`config.mk`:
```
export PLATFORM = sky130hd
export DESIGN_NAME = pipeControl
export DESIGN_NICKNAME = d
export VERILOG_FILES = /design/src/common/cpuPkg.sv /design/src/design/forwardUnit.sv /design/src/design/pipeControl.sv
export VERILOG_INCLUDE_DIRS = /design/src /design/src/common
export SDC_FILE = /design/constraint.sdc
export NUM_CORES = 1
export LEC_CHECK = 0
export BUFFER_PORTS_ARGS = -buffer_cell sky130_fd_sc_hd__buf_2
export CORE_ASPECT_RATIO = 1.25
export CORE_MARGIN = 2
export CORE_UTILIZATION = 26
export CTS_CLUSTER_SIZE = 28
export DETAILED_ROUTE_END_ITERATION = 10
export GPL_TIMING_DRIVEN = 0
export SYNTH_ARGS = -nofsm -noshare
export SYNTH_HDL_FRONTEND = slang
export SYNTH_SLANG_ARGS = --single-unit
```
`constraint.sdc`:
```
create_clock -name clk -period 1.4 [get_ports clk]
set_input_delay 0.28 -clock clk [delete_from_list [all_inputs] [get_ports clk]]
set_output_delay 0.28 -clock clk [all_outputs]
set_load 0.02 [all_outputs]
```
`src/common/cpu_cfg.svh`:
```
`ifndef CPU_CFG_SVH
`define CPU_CFG_SVH

// Width of every register, ALU operand and memory word
`define CPU_DATA_W 16

// Register IDs are one nibble of the instruction word
`define CPU_REG_ID_W 4

// Architectural registers, entry 0 reads as zero
`define CPU_NUM_REGS 16

// Data memory words, addressed by the low byte of base plus offset
`define CPU_MEM_DEPTH 256

`endif

```
`src/common/cpuPkg.sv`:
```
`include "cpu_cfg.svh"

package cpuPkg;

  // Top nibble of each instruction word
  typedef enum logic [3:0] {
    OP_ADD  = 4'd0,
    OP_SUB  = 4'd1,
    OP_AND  = 4'd2,
    OP_XOR  = 4'd3,
    OP_ADDI = 4'd4,
    OP_LW   = 4'd8,
    OP_SW   = 4'd9
  } opcodeE;

  // Register-register layout
  typedef struct packed {
    opcodeE                   op;
    logic [`CPU_REG_ID_W-1:0] rd;
    logic [`CPU_REG_ID_W-1:0] rs;
    logic [`CPU_REG_ID_W-1:0] rt;
  } rTypeS;

  // Immediate layout, also used by LW and SW (rd is the SW data register)
  typedef struct packed {
    opcodeE                   op;
    logic [`CPU_REG_ID_W-1:0] rd;
    logic [`CPU_REG_ID_W-1:0] rs;
    logic [3:0]               imm;  // Signed offset or constant
  } iTypeS;

  // One fetched word, seen either way by the decoder
  typedef union packed {
    rTypeS rType;
    iTypeS iType;
  } instrU;

  typedef enum logic [1:0] {FWD_NONE = 2'd0, FWD_WB = 2'd1, FWD_MEM = 2'd2} fwdSelE;

  typedef enum logic [1:0] {ALU_ADD, ALU_SUB, ALU_AND, ALU_XOR} aluOpE;

endpackage

```
`src/design/forwardUnit.sv`:
```
`timescale 1ns/1ps
`include "cpu_cfg.svh"

module forwardUnit (
  input  logic [`CPU_REG_ID_W-1:0] idExSrcReg1,    // First ALU source of the EX instruction
  input  logic [`CPU_REG_ID_W-1:0] idExSrcReg2,    // Second ALU source or SW data register
  input  logic [`CPU_REG_ID_W-1:0] exMemSrcReg2,   // SW data register now in MEM
  input  logic [`CPU_REG_ID_W-1:0] exMemRd,
  input  logic [`CPU_REG_ID_W-1:0] memWbRd,
  input  logic                     exMemRegWrite,  // EX/MEM holds a usable ALU result
  input  logic                     memWbRegWrite,
  output cpuPkg::fwdSelE           forwardA,
  output cpuPkg::fwdSelE           forwardB,
  output logic                     forwardMem      // Replace store data with the WB value
);
  logic exMemWrites;
  logic memWbWrites;

  // Register 0 is never a forwarding source
  assign exMemWrites = exMemRegWrite && (exMemRd != '0);
  assign memWbWrites = memWbRegWrite && (memWbRd != '0);

  // EX/MEM is checked first since it is the younger producer
  function automatic cpuPkg::fwdSelE pickSource(input logic [`CPU_REG_ID_W-1:0] src);
    if (exMemWrites && (exMemRd == src)) begin
      return cpuPkg::FWD_MEM;
    end else if (memWbWrites && (memWbRd == src)) begin
      return cpuPkg::FWD_WB;
    end
    return cpuPkg::FWD_NONE;
  endfunction

  ////////////////////
  // Per-operand selection
  always_comb begin
    forwardA = pickSource(idExSrcReg1);
    forwardB = pickSource(idExSrcReg2);  // Also steers the SW data captured in EX
  end

  // LW then SW of the loaded register meets here, with the load data one stage ahead
  assign forwardMem = memWbWrites && (memWbRd == exMemSrcReg2);

endmodule

```
`src/design/pipeControl.sv`:
```
`timescale 1ns/1ps
`include "cpu_cfg.svh"

module pipeControl (
  input  logic                     clk,
  input  logic                     rstN,
  input  logic                     instrValid,
  input  cpuPkg::instrU            instr,
  output logic                     stall,      // Load-use hold, one cycle
  output logic [`CPU_REG_ID_W-1:0] rdAddr1,
  output logic [`CPU_REG_ID_W-1:0] rdAddr2,
  output logic [3:0]               immVal,     // Raw nibble, extended in EX
  output logic                     idExLoad,
  output cpuPkg::aluOpE            aluOp,
  output logic                     useImm,
  output cpuPkg::fwdSelE           forwardA,
  output cpuPkg::fwdSelE           forwardB,
  output logic                     memRead,
  output logic                     memWrite,
  output logic                     forwardMem,
  output logic                     wbValid,
  output logic [`CPU_REG_ID_W-1:0] wbReg
);
  cpuPkg::instrU             ifIdInstr;
  logic                      ifIdValid;
  logic                      isAlu;
  logic                      isAddi;
  logic                      isLw;
  logic                      isSw;
  logic                      decRegWr;
  logic [`CPU_REG_ID_W-1:0]  decSrc2;      // rt for ALU ops, rd for SW, else zero
  cpuPkg::aluOpE             decAluOp;
  logic                      idExValid, idExRegWr, idExMemRead, idExMemWrite;
  logic [`CPU_REG_ID_W-1:0]  idExRd, idExSrc1, idExSrc2;
  logic                      exMemValid, exMemRegWr, exMemMemRead, exMemMemWrite;
  logic [`CPU_REG_ID_W-1:0]  exMemRd, exMemSrc2;
  logic                      memWbValid, memWbRegWr;
  logic [`CPU_REG_ID_W-1:0]  memWbRd;
  logic                      exMemFwdWrite;

  ////////////////////
  // Decode through the instruction union
  always_comb begin
    isAlu    = 1'b0;
    isAddi   = 1'b0;
    isLw     = 1'b0;
    isSw     = 1'b0;
    decAluOp = cpuPkg::ALU_ADD;  // Address arithmetic for ADDI, LW and SW
    case (ifIdInstr.rType.op)
      cpuPkg::OP_ADD:  isAlu = 1'b1;
      cpuPkg::OP_SUB:  begin
        isAlu    = 1'b1;
        decAluOp = cpuPkg::ALU_SUB;
      end
      cpuPkg::OP_AND:  begin
        isAlu    = 1'b1;
        decAluOp = cpuPkg::ALU_AND;
      end
      cpuPkg::OP_XOR:  begin
        isAlu    = 1'b1;
        decAluOp = cpuPkg::ALU_XOR;
      end
      cpuPkg::OP_ADDI: isAddi = 1'b1;
      cpuPkg::OP_LW:   isLw = 1'b1;
      cpuPkg::OP_SW:   isSw = 1'b1;
      default:         isAlu = 1'b0;  // Unknown opcodes retire as bubbles
    endcase
  end

  // Writes to register 0 are dropped here so no later stage sees them
  assign decRegWr = ifIdValid && (isAlu || isAddi || isLw) && (ifIdInstr.rType.rd != '0);
  assign decSrc2  = isSw ? ifIdInstr.iType.rd : (isAlu ? ifIdInstr.rType.rt : '0);
  assign rdAddr1  = ifIdInstr.rType.rs;
  assign rdAddr2  = decSrc2;
  assign immVal   = ifIdInstr.iType.imm;

  // Load data is ready only after MEM, so an ALU or address use right behind a LW waits.
  // The SW data register is left out because MEM-to-MEM forwarding covers it
  assign stall = ifIdValid && idExValid && idExMemRead && idExRegWr &&
                 ((ifIdInstr.rType.rs == idExRd) || (isAlu && ifIdInstr.rType.rt == idExRd));
  assign idExLoad = ifIdValid && !stall;

  ////////////////////
  // Pipeline registers
  always_ff @(posedge clk) begin
    if (!stall) begin
      ifIdInstr <= instr;  // Held while stalled, fetch holds the same word
    end
  end

  always_ff @(posedge clk) begin
    if (!rstN) begin
      ifIdValid  <= 1'b0;
      idExValid  <= 1'b0;
      exMemValid <= 1'b0;
      memWbValid <= 1'b0;
    end else begin
      if (!stall) ifIdValid <= instrValid;
      idExValid  <= idExLoad;  // A stall drops a bubble into ID/EX
      exMemValid <= idExValid;
      memWbValid <= exMemValid;
    end
  end

  always_ff @(posedge clk) begin
    idExRegWr     <= decRegWr;
    idExMemRead   <= isLw;
    idExMemWrite  <= isSw;
    idExRd        <= ifIdInstr.rType.rd;
    idExSrc1      <= ifIdInstr.rType.rs;
    idExSrc2      <= decSrc2;
    aluOp         <= decAluOp;
    useImm        <= isAddi || isLw || isSw;
    exMemRegWr    <= idExRegWr;
    exMemMemRead  <= idExMemRead;
    exMemMemWrite <= idExMemWrite;
    exMemRd       <= idExRd;
    exMemSrc2     <= idExSrc2;
    memWbRegWr    <= exMemRegWr;
    memWbRd       <= exMemRd;
  end

  assign memRead  = exMemValid && exMemMemRead;
  assign memWrite = exMemValid && exMemMemWrite;
  assign wbValid  = memWbValid && memWbRegWr;
  assign wbReg    = memWbRd;
  // A LW in EX/MEM only holds its address, so it may not feed EX
  assign exMemFwdWrite = exMemValid && exMemRegWr && !exMemMemRead;

  forwardUnit u_forwardUnit (
    .idExSrcReg1   (idExSrc1),
    .idExSrcReg2   (idExSrc2),
    .exMemSrcReg2  (exMemSrc2),
    .exMemRd       (exMemRd),
    .memWbRd       (memWbRd),
    .exMemRegWrite (exMemFwdWrite),
    .memWbRegWrite (wbValid),
    .forwardA, .forwardB, .forwardMem
  );

  // The LW behind a stall moves on into MEM while its bubble ends the hold
  assert property (@(posedge clk) disable iff (!rstN)
    stall |=> (memRead && !stall));

  assert property (@(posedge clk) disable iff (!rstN) wbValid |-> (wbReg != '0));

endmodule

```
==> impl_results.md, run 1 <==
* Commonest non-fill, non-tap cell in the layout: buf_2
* First-pass GRT wire length at 5580 um
* Crit start category: flop
* Clk pwr share at 29.0%
* Outcome: finished with violations
* Max VDD drop at 0.725 mV
* GRT Util Overall at 9.61%
* Row count at 34
* Dpl ws at -0.528 ns
* Net Sw Frac at 23.6%
* Final Hold Viols at 0
* CTS tree: yes
* Post-synth net total at 155
* Slew @ Worst Pin at 0.312 ns
* Reg2reg start: ifIdInstr[5]
* Fmax at 0.513 GHz
* Synth Area per Inst at 13.5 sq um
* Count of buffers from port buffering at 47
* CP arrival at 1.67 ns
* Worst hold start: instr[2]
* Core Box Area at 6890 sq um
* MaxCap Viol Count at 0
* Crit path cell chain: xor2_1 -> nor4_2 -> o2bb2ai_2 -> nor2b_1 -> buf_4
* Dpl cell area at 2250 sq um
* RD Place Congestion at 0.733
* Sequential-to-total area share from yosys stat at 67.7%
* Vias in the first global route at 1180
* H-tree lvl count at 2
* Pre-antenna DRT Iters at 2
* Root Driver: clkbuf_8
* Synth cell types at 25
* P per Cell Area at 1080 nW/um^2
* Final period utilization at 139%
* Crit end category: output pin
* RSZ-0062 raised after global routing: true
* Slowest CP cell: edfxtp_1
* Post-DRT Antenna Nets at 0
* Initial antenna violation count at 0
* Reg power frac at 61.0%
* Crit-path max FO at 4
* DRC viols at 0
* WP data required at 1.12 ns
* ANT cells at 0
* Hold Path Class: in -> reg
* Fillers at 699
* Most frequent cells in the layout: buf_2, dfxtp_1, xnor2_1, buf_6, buf_4
* R2r setup slk at -0.39 ns
* Clk_lat worst skew at 0.30 ns
* Die H at 97.9 um
* Mapped Area at 1830 sq um
* Number of vias per cell at 4.01
* Warnings, synthesis at 0
* Synth Register Bits at 54
* Crit path launch: ifIdInstr[5]
* Total negative slack at -10.43 ns
* Final worst setup slack at -0.549 ns
* Reg2reg end: ifIdInstr[7]
* Switching Power at 0.000680 W
* Tmin final at 1.95 ns
* Clock buffer depth at 2
* Worst setup path end: idExLoad
* Static Leak at 1.07 nW
* WS Path Type: reg -> out
* Drt first-iter violations at 14
* Final Cell Area at 2680 sq um
* Clk slew on worst S/H paths at 0.09 ns
* DP HPWL at 2530 um
* Vias post-DR at 1195
* Initial core utilization at 26.6%
* Area Overhead vs Synth at 46.0%
* Routed wire length at 3490 um
* Share of cells above drive strength 1 at 50.5%
* Die area at 7750 sq um
* GRT overflow at 0
* Ports at 48
* Nets at 226
* DR WL/cell at 11.7 um
* Combinational Power Share at 10.0%
* Final slew viol count at 0
* Instance count of the mapped netlist at 136
* Setup violators final at 28
* Hold_ws at 0.144 ns
* R2r worst-path depth at 6
* Max_slew headroom at 78.9%
* Clock Skew at 0.0101 ns
* Largest stage delay, worst path at 0.43 ns
* Largest net degree at the start of global routing at 17
* Total CTS buffers at 5
* Violated checks: negative setup slack
* Int Pwr at 0.00220 W
* Clock Sink Count at 54
* Die W at 79.1 um
[through the flow]
stage / total power (W) / util [%] / cells
after floorplan: 0.00193 / - / 136
after global placement: 0.00201 / 32.6 / 273
after detailed placement: 0.00202 / 32.6 / 273
after CTS: 0.00288 / 37.2 / 293
after global routing: 0.00302 / 38.9 / 298
final: 0.00288 / 38.9 / 298
[cells in the mapped netlist (all sizes together)]
cell / number / area share [%]
dfxtp: 38 / 41
nor4: 2 / 0.68
inv: 1 / 0.20
or3: 1 / 0.34
nand3: 2 / 0.55
nor3b: 1 / 0.68
nand4: 5 / 1.7
buf: 8 / 3.3
nor3: 3 / 0.82
nor2: 8 / 1.8
nand2: 3 / 0.61
o2bb2ai: 1 / 0.82
edfxtp: 16 / 26
and4: 1 / 0.48
xnor2: 24 / 11
xor2: 4 / 1.9
and2: 7 / 2.4
o21a: 1 / 0.41
nand2b: 1 / 0.34
a211oi: 1 / 0.41
o41ai: 2 / 0.96
nor2b: 1 / 0.34
a21oi: 1 / 0.27
a22o: 4 / 1.9
[critical path, delay by kind of cell (launching register included)]
kind / cells / cell delay [ns]
compound gates: 1 / 0.19
xor+xnor: 1 / 0.17
simple gates: 2 / 0.43
flops: 1 / 0.43
buf+inv: 1 / 0.16
[power by group through the flow]
stage               Combinational (W)  Clock [W]  Sequential (W)
global route                 0.000311   0.000938         0.00177
detailed placement           0.000221          0         0.00180
finish                       0.000287   0.000836         0.00176
CTS                          0.000258   0.000865         0.00176
floorplan                    0.000143          0         0.00179
global placement             0.000218          0         0.00180
[flip-flops by register name (all words and copies together) (netlist names)]
register,flops
ifIdInstr,16
exMemRd,4
exMemSrc2,4
idExRd,4
idExSrc1,4
idExSrc2,4
wbReg,4
aluOp,2
exMemMemRead,1
exMemMemWrite,1
exMemRegWr,1
exMemValid,1
idExMemRead,1
idExMemWrite,1
idExRegWr,1
idExValid,1
ifIdValid,1
memWbRegWr,1
memWbValid,1
useImm,1
[routing by layer]
layer	vias to the layer above	global-route usage, %	routed length [um]
li1	604	-	-
met1	548	11.0	1450
met2	36	15.9	1740
met3	7	3.14	212
met4	0	4.77	80
met5	-	0	0
[area by class of cell]
type | instances | area (sq um) | area share, %
inverter | 1 | 7.51 | 0.280
buffer | 7 | 60.1 | 2.24
tap | 90 | 113 | 4.21
timing repair buffer | 65 | 483 | 18.0
clock buffer | 6 | 72.6 | 2.71
clock inverter | 2 | 13.8 | 0.514
sequential | 54 | 1270 | 47.3
multi-input combinational | 73 | 661 | 24.7
[how the worst min path moves through the flow]
stage | endpoint | slack, ns | depth (start not counted)
floorplan | exMemMemWrite | 0.31 | 0
global placement | exMemMemWrite | 0.31 | 0
detailed placement | exMemMemWrite | 0.32 | 0
CTS | ifIdInstr[2] | 0.13 | 1
global route | ifIdInstr[9] | 0.12 | 1
finish | ifIdInstr[2] | 0.14 | 1
[logic make-up after synthesis]
group / synth area share [%]
AOI/OAI and AO/OA: 4.77
xor gates and xnor gates: 13.4
buffers and inverters: 3.48
DFF: 67.7
and+or+nand+nor: 10.7
[what timing repair did]
item	CTS	global route
pin swaps	15	10
setup buffers	12	6
gates resized for setup	37	22
hold buffers	0	0
endpoints found under the setup margin	29	32
(Power assumes the default switching activity.)
==> run 2: changes to the inputs <==
- SKIP_LAST_GASP: default -> 1
==> run 2 against run 1 <==
Against the previous run:
- the flow still finishes with violations (negative setup slack)
- critical path depth did not move
- die area did not move
- global-route usage did not move
- final cell count did not move
- final area fell by 1.2%
- clock power fell by 1%
- routed wire length fell by 1.1%
- hold slack improved by 0.0033 ns
- largest cell class unchanged
- largest power group unchanged
- highest routed layer unchanged
==> impl_results.md, run 2 (synthesized netlist as in run 1, its figures left out) <==
* Total CTS buffers at 5 (unchanged)
* Initial core utilization at 26.6% (unchanged)
* WP data required at 1.12 ns (about the same)
* Vias in the first global route at 1179 (-0.085%)
* Combinational Power Share at 9.7% (-0.3 points)
* Post-DRT Antenna Nets at 0 (unchanged)
* Dpl ws at -0.528 ns (unchanged)
* Total negative slack at -10.54 ns (-0.109 ns)
* H-tree lvl count at 2 (unchanged)
* Dpl cells at 273 (unchanged)
* Crit start category: flop
* GRT Util Overall at 9.61% (unchanged)
* Final slew viol count at 0 (unchanged)
* Final period utilization at 139% (+0.29 points)
* Area Overhead vs Synth at 44.2%
* CTS tree: yes
* Area of the multi-input gates at 661 sq um (unchanged)
* Largest net degree at the start of global routing at 17 (unchanged)
* Count of buffers from port buffering at 47 (unchanged)
* Nets at 226 (unchanged)
* Pre-antenna DRT Iters at 3 (+1)
* Crit path cell chain: xor2_1 -> nor4_2 -> o2bb2ai_2 -> nor2b_1 -> buf_4
* Setup violators final at 29 (+3.6%)
* Drt first-iter violations at 13 (-1)
* Largest stage delay, worst path at 0.43 ns (about the same)
* Ports at 48 (unchanged)
* Die H at 97.9 um (unchanged)
* Clk slew on worst S/H paths at 0.09 ns (about the same)
* DRC viols at 0 (unchanged)
* Final worst setup slack at -0.553 ns (-0.00403 ns)
* Crit end category: output pin
* Clk_lat worst skew at 0.30 ns (about the same)
* Largest Register: ifIdInstr
* Die W at 79.1 um (unchanged)
* Max FFs per register at 16 (unchanged)
* Root Driver: clkbuf_8
* WS Path Type: reg -> out
* Routed wire length at 3450 um (-1.1%)
* Clock Sink Count at 54 (unchanged)
* First-pass GRT wire length at 5580 um (unchanged)
* Violated checks: negative setup slack
* Clock Skew at 0.00843 ns (-0.00171 ns)
* Hold Path Class: in -> reg
* Clk pwr share at 28.8% (-0.2 points)
* Register area at 1270 sq um (unchanged)
* Net Sw Frac at 23.3% (-0.24 points)
* Clock buffer depth at 2 (unchanged)
* Final Hold Viols at 0 (unchanged)
* Slowest CP cell: edfxtp_1
* Core Box Area at 6890 sq um (unchanged)
* Vias post-DR at 1191 (-0.33%)
* Crit-path max FO at 4 (unchanged)
* Most frequent cells in the layout: buf_2, dfxtp_1, xnor2_1, buf_4, edfxtp_1
* RSZ-0062 raised after global routing: true
* CP arrival at 1.67 ns (about the same)
* Initial antenna violation count at 0 (unchanged)
* Reg power frac at 61.5% (+0.5 points)
* Fmax at 0.512 GHz (-0.21%)
* Switching Power at 0.000668 W (-1.8%)
* GRT overflow at 0 (unchanged)
* MaxCap Viol Count at 0 (unchanged)
* Fillers at 705 (+0.86%)
* Max_slew headroom at 78.9% (about the same)
* P per Cell Area at 1080 nW/um^2 (+0.49%)
* ANT cells at 0 (unchanged)
* Share of cells above drive strength 1 at 50.5% (unchanged)
* Hold Buf Count CTS at 0 (unchanged)
* Tmin final at 1.95 ns (+0.00403 ns)
* Slew @ Worst Pin at 0.312 ns (+0.000561 ns)
* Buf/Inv on CP at 1 (unchanged)
* Largest delay share family, worst path: flip-flops
* Outcome: finished with violations
* RD Place Congestion at 0.733 (unchanged)
* Row count at 34 (unchanged)
* Commonest non-fill, non-tap cell in the layout: buf_2
* Int Pwr at 0.00219 W (-0.42%)
* Die area at 7750 sq um (unchanged)
* Number of vias per cell at 4.00 (-0.33%)
* DR WL/cell at 11.6 um (-1.1%)
* Static Leak at 1.06 nW (-0.82%)
* Fin cells at 298 (unchanged)
* DP HPWL at 2530 um (unchanged)
* Max VDD drop at 0.719 mV (-0.79%)
[run 2: changes by cell type in the layout (fill, tap and decap cells not counted)]
cell,delta
buf_2,+4
buf_6,-6
buf_4,+2
[run 2: power groups by stage]
stage | registers [W] | logic (W) | clock network, W
finish | 0.00176 | 0.000277 | 0.000825
CTS | 0.00176 | 0.000257 | 0.000865
detailed placement | 0.00180 | 0.000221 | 0
floorplan | 0.00179 | 0.000143 | 0
global route | 0.00177 | 0.000300 | 0.000934
global placement | 0.00180 | 0.000218 | 0
[run 2: worst reg2reg max path, cell delays in order (launching register included)]
cell and delay (ns):
edfxtp_1 0.43, xor2_1 0.18, nor4_2 0.35, o2bb2ai_2 0.19
buf_4 0.18, clkinvlp_4 0.09, buf_12 0.16
[run 2: metrics by stage]
stage	util [%]	hold slack, ns	power (W)	cell area, sq um
after floorplan	-	0.310	0.00193	1900
after global placement	32.6	0.314	0.00201	2250
after detailed placement	32.6	0.317	0.00202	2250
after CTS	37.2	0.132	0.00288	2560
after global routing	38.4	0.122	0.00301	2650
final	38.4	0.147	0.00286	2650
[run 2: area by class of cell]
cell class,instances,area share (%)
multi-input cells,73,25.0
well taps,90,4.26
repair buffers,65,17.3
plain buffers,7,1.99
clock buffers,6,2.74
clock inverters,2,0.520
flip-flops and latches,54,47.9
inverters,1,0.284
[run 2: routing by layer]
metal  track usage (%)  up-vias  wire length (um)
li1                  -      603                 -
met5                 0        -                 0
met2              15.9       36              1740
met3              3.14        7               208
met4              4.77        0                85
met1              11.0      545              1410
[run 2: worst paths after layout]
path	start	endpoint	slack (ns)	cells after the start
max	ifIdInstr[5]	idExLoad	-0.55	5
min	instr[2]	ifIdInstr[2]	0.15	1
max reg2reg	ifIdInstr[5]	ifIdInstr[6]	-0.40	6
min reg2reg	idExMemWrite	exMemMemWrite	0.34	0
[run 2: timing repair]
action                     CTS  global route
resized for setup           36            13
setup buffers               12             6
setup endpoints to repair   29            32
cloned                       0             0
pin swaps                   14            10
==> run 3: changes to the inputs <==
- CORE_ASPECT_RATIO: 1.25 -> default
==> run 3 against run 2 <==
Against the previous run:
- the run still ends with negative setup slack left
- power increased by 4.1%
- sequential share of layout area is essentially flat
- critical path depth stayed put
- hold slack improved by 0.0062 ns
- critical path type unchanged
==> impl_results.md, run 3 (synthesized netlist as in run 1, its figures left out) <==
* Number of vias per cell at 3.79 (-5.2%)
* Final Cell Area at 2640 sq um (about the same)
* Share of cells above drive strength 1 at 50.0% (-0.48 points)
* Ports at 48 (unchanged)
* RSZ-0062 raised after global routing: true
* Slew @ Worst Pin at 0.300 ns (-0.0123 ns)
* Crit-path max FO at 4 (unchanged)
* Initial core utilization at 27.0% (+0.38 points)
* Max VDD drop at 0.648 mV (-10%)
* CTS tree: yes
* Max_slew headroom at 79.7% (+0.83 points)
* First-pass GRT wire length at 5440 um (-2.3%)
* DP HPWL at 2460 um (-2.6%)
* Total CTS buffers at 5 (unchanged)
* Pre-antenna DRT Iters at 3 (unchanged)
* Die area at 7740 sq um (about the same)
* Clk_lat worst skew at 0.29 ns (about the same)
* DR WL/cell at 11.0 um (-5.4%)
* Crit start category: flop
* GRT overflow at 0 (unchanged)
* Row count at 30 (-12%)
* Vias post-DR at 1137 (-4.5%)
* WS Path Type: reg -> out
* Clk slew on worst S/H paths at 0.09 ns (about the same)
* Die H at 88.0 um (-10%)
* Fmax at 0.513 GHz (+0.16%)
* Largest Register: ifIdInstr
* Clock Sink Count at 54 (unchanged)
* Post-DRT Antenna Nets at 0 (unchanged)
* Clock Skew at 0.00300 ns (-0.00543 ns)
* Violated checks: negative setup slack
* CP arrival at 1.67 ns (about the same)
* Core Box Area at 6790 sq um (-1.4%)
* Hold Buf Count CTS at 0 (unchanged)
* H-tree lvl count at 2 (unchanged)
* Hold Path Class: in -> reg
* Static Leak at 1.05 nW (-1.8%)
* Nets at 222 (-1.8%)
* WP data required at 1.12 ns (about the same)
* Largest net degree at the start of global routing at 17 (unchanged)
* ANT cells at 0 (unchanged)
* Final slew viol count at 0 (unchanged)
* Max FFs per register at 16 (unchanged)
* Clock buffer depth at 2 (unchanged)
* Area Overhead vs Synth at 44.1% (about the same)
* MaxCap Viol Count at 0 (unchanged)
* Dpl cell area at 2250 sq um (+0.33%)
* Setup violators final at 30 (+3.4%)
* Crit end category: output pin
* Routed wire length at 3290 um (-4.8%)
* Commonest non-fill, non-tap cell in the layout: buf_2
* P per Cell Area at 1130 nW/um^2 (+4.2%)
* Net Sw Frac at 21.7% (-1.6 points)
* Root Driver: clkbuf_8
* Dpl ws at -0.557 ns (-0.0291 ns)
* Reg power frac at 59.1% (-2.4 points)
* Switching Power at 0.000647 W (-3.1%)
* Final Hold Viols at 0 (unchanged)
* DRC viols at 0 (unchanged)
* Vias in the first global route at 1139 (-3.4%)
* Int Pwr at 0.00233 W (+6.3%)
* Initial antenna violation count at 0 (unchanged)
* Combinational Power Share at 8.9% (-0.8 points)
* Fillers at 658 (-6.7%)
* Pwr Total at 0.00298 W (+4.1%)
* Clk pwr share at 32.0% (+3.2 points)
* GRT Util Overall at 9.45% (-0.16 points)
* Drt first-iter violations at 39 (+26)
* Die W at 88.0 um (+11%)
* Most frequent cells in the layout: buf_2, dfxtp_1, xnor2_1, buf_4, edfxtp_1
* Tmin final at 1.95 ns (-0.00308 ns)
* Final worst setup slack at -0.549 ns (+0.00308 ns)
* Count of buffers from port buffering at 47 (unchanged)
* Final period utilization at 139% (-0.22 points)
* Outcome: finished with violations
* RD Place Congestion at 0.716 (-2.3%)
run 3: worst paths after layout:
path	from	slack [ns]	end	cells after the start
setup / recovery	ifIdInstr[5]	-0.55	idExLoad	5
hold / removal	instr[0]	0.15	ifIdInstr[0]	1
setup reg to reg	ifIdInstr[5]	-0.38	ifIdInstr[7]	6
hold reg to reg	idExMemWrite	0.33	exMemMemWrite	0
run 3: power groups by stage:
stage                     combinational [W]  sequential (W)  clock (W)
final                              0.000265         0.00176   0.000953
after global routing               0.000289         0.00178    0.00106
after CTS                          0.000252         0.00176   0.000996
after detailed placement           0.000220         0.00180          0
after global placement             0.000218         0.00180          0
after floorplan                    0.000143         0.00179          0
run 3: stage by stage:
| step | hold slack, ns | std cells | setup TNS, ns | util, % |
|---|---|---|---|---|
| after floorplan | 0.310 | 136 | -6.00 | - |
| after global placement | 0.312 | 279 | -10.69 | 33.2 |
| after detailed placement | 0.316 | 279 | -11.12 | 33.2 |
| after CTS | 0.138 | 296 | -11.12 | 38.0 |
| after global routing | 0.130 | 300 | -13.45 | 38.9 |
| final | 0.154 | 300 | -10.44 | 38.9 |
run 3: what timing repair did:
item | CTS | global route
endpoints found under the setup margin | 29 | 30
gates resized for setup | 40 | 9
pin swaps | 16 | 13
hold endpoints to repair | 0 | 0
setup buffers | 9 | 5
run 3: layout make-up:
class | count | area, sq um | share of cell area (%)
clock buffer | 8 | 110 | 4.17
multi-input combinational | 73 | 656 | 24.8
tap | 96 | 120 | 4.55
sequential | 54 | 1270 | 48.0
timing repair buffer | 61 | 429 | 16.2
inverter | 1 | 7.51 | 0.284
buffer | 7 | 52.6 | 1.99
run 3: critical path, stage by stage (launching register included):
cell,delay (ns)
edfxtp_1,0.45
xor2_1,0.17
nor4_2,0.35
o2bb2ai_2,0.18
nor2b_1,0.07
buf_4,0.16
run 3: metal layers:
layer / track usage, % / wire [um] / vias up
met5: 0 / 0 / -
met1: 12.6 / 1520 / 503
met3: 3.11 / 197 / 4
li1: - / - / 594
met2: 14.0 / 1520 / 36
met4: 4.20 / 44 / 0
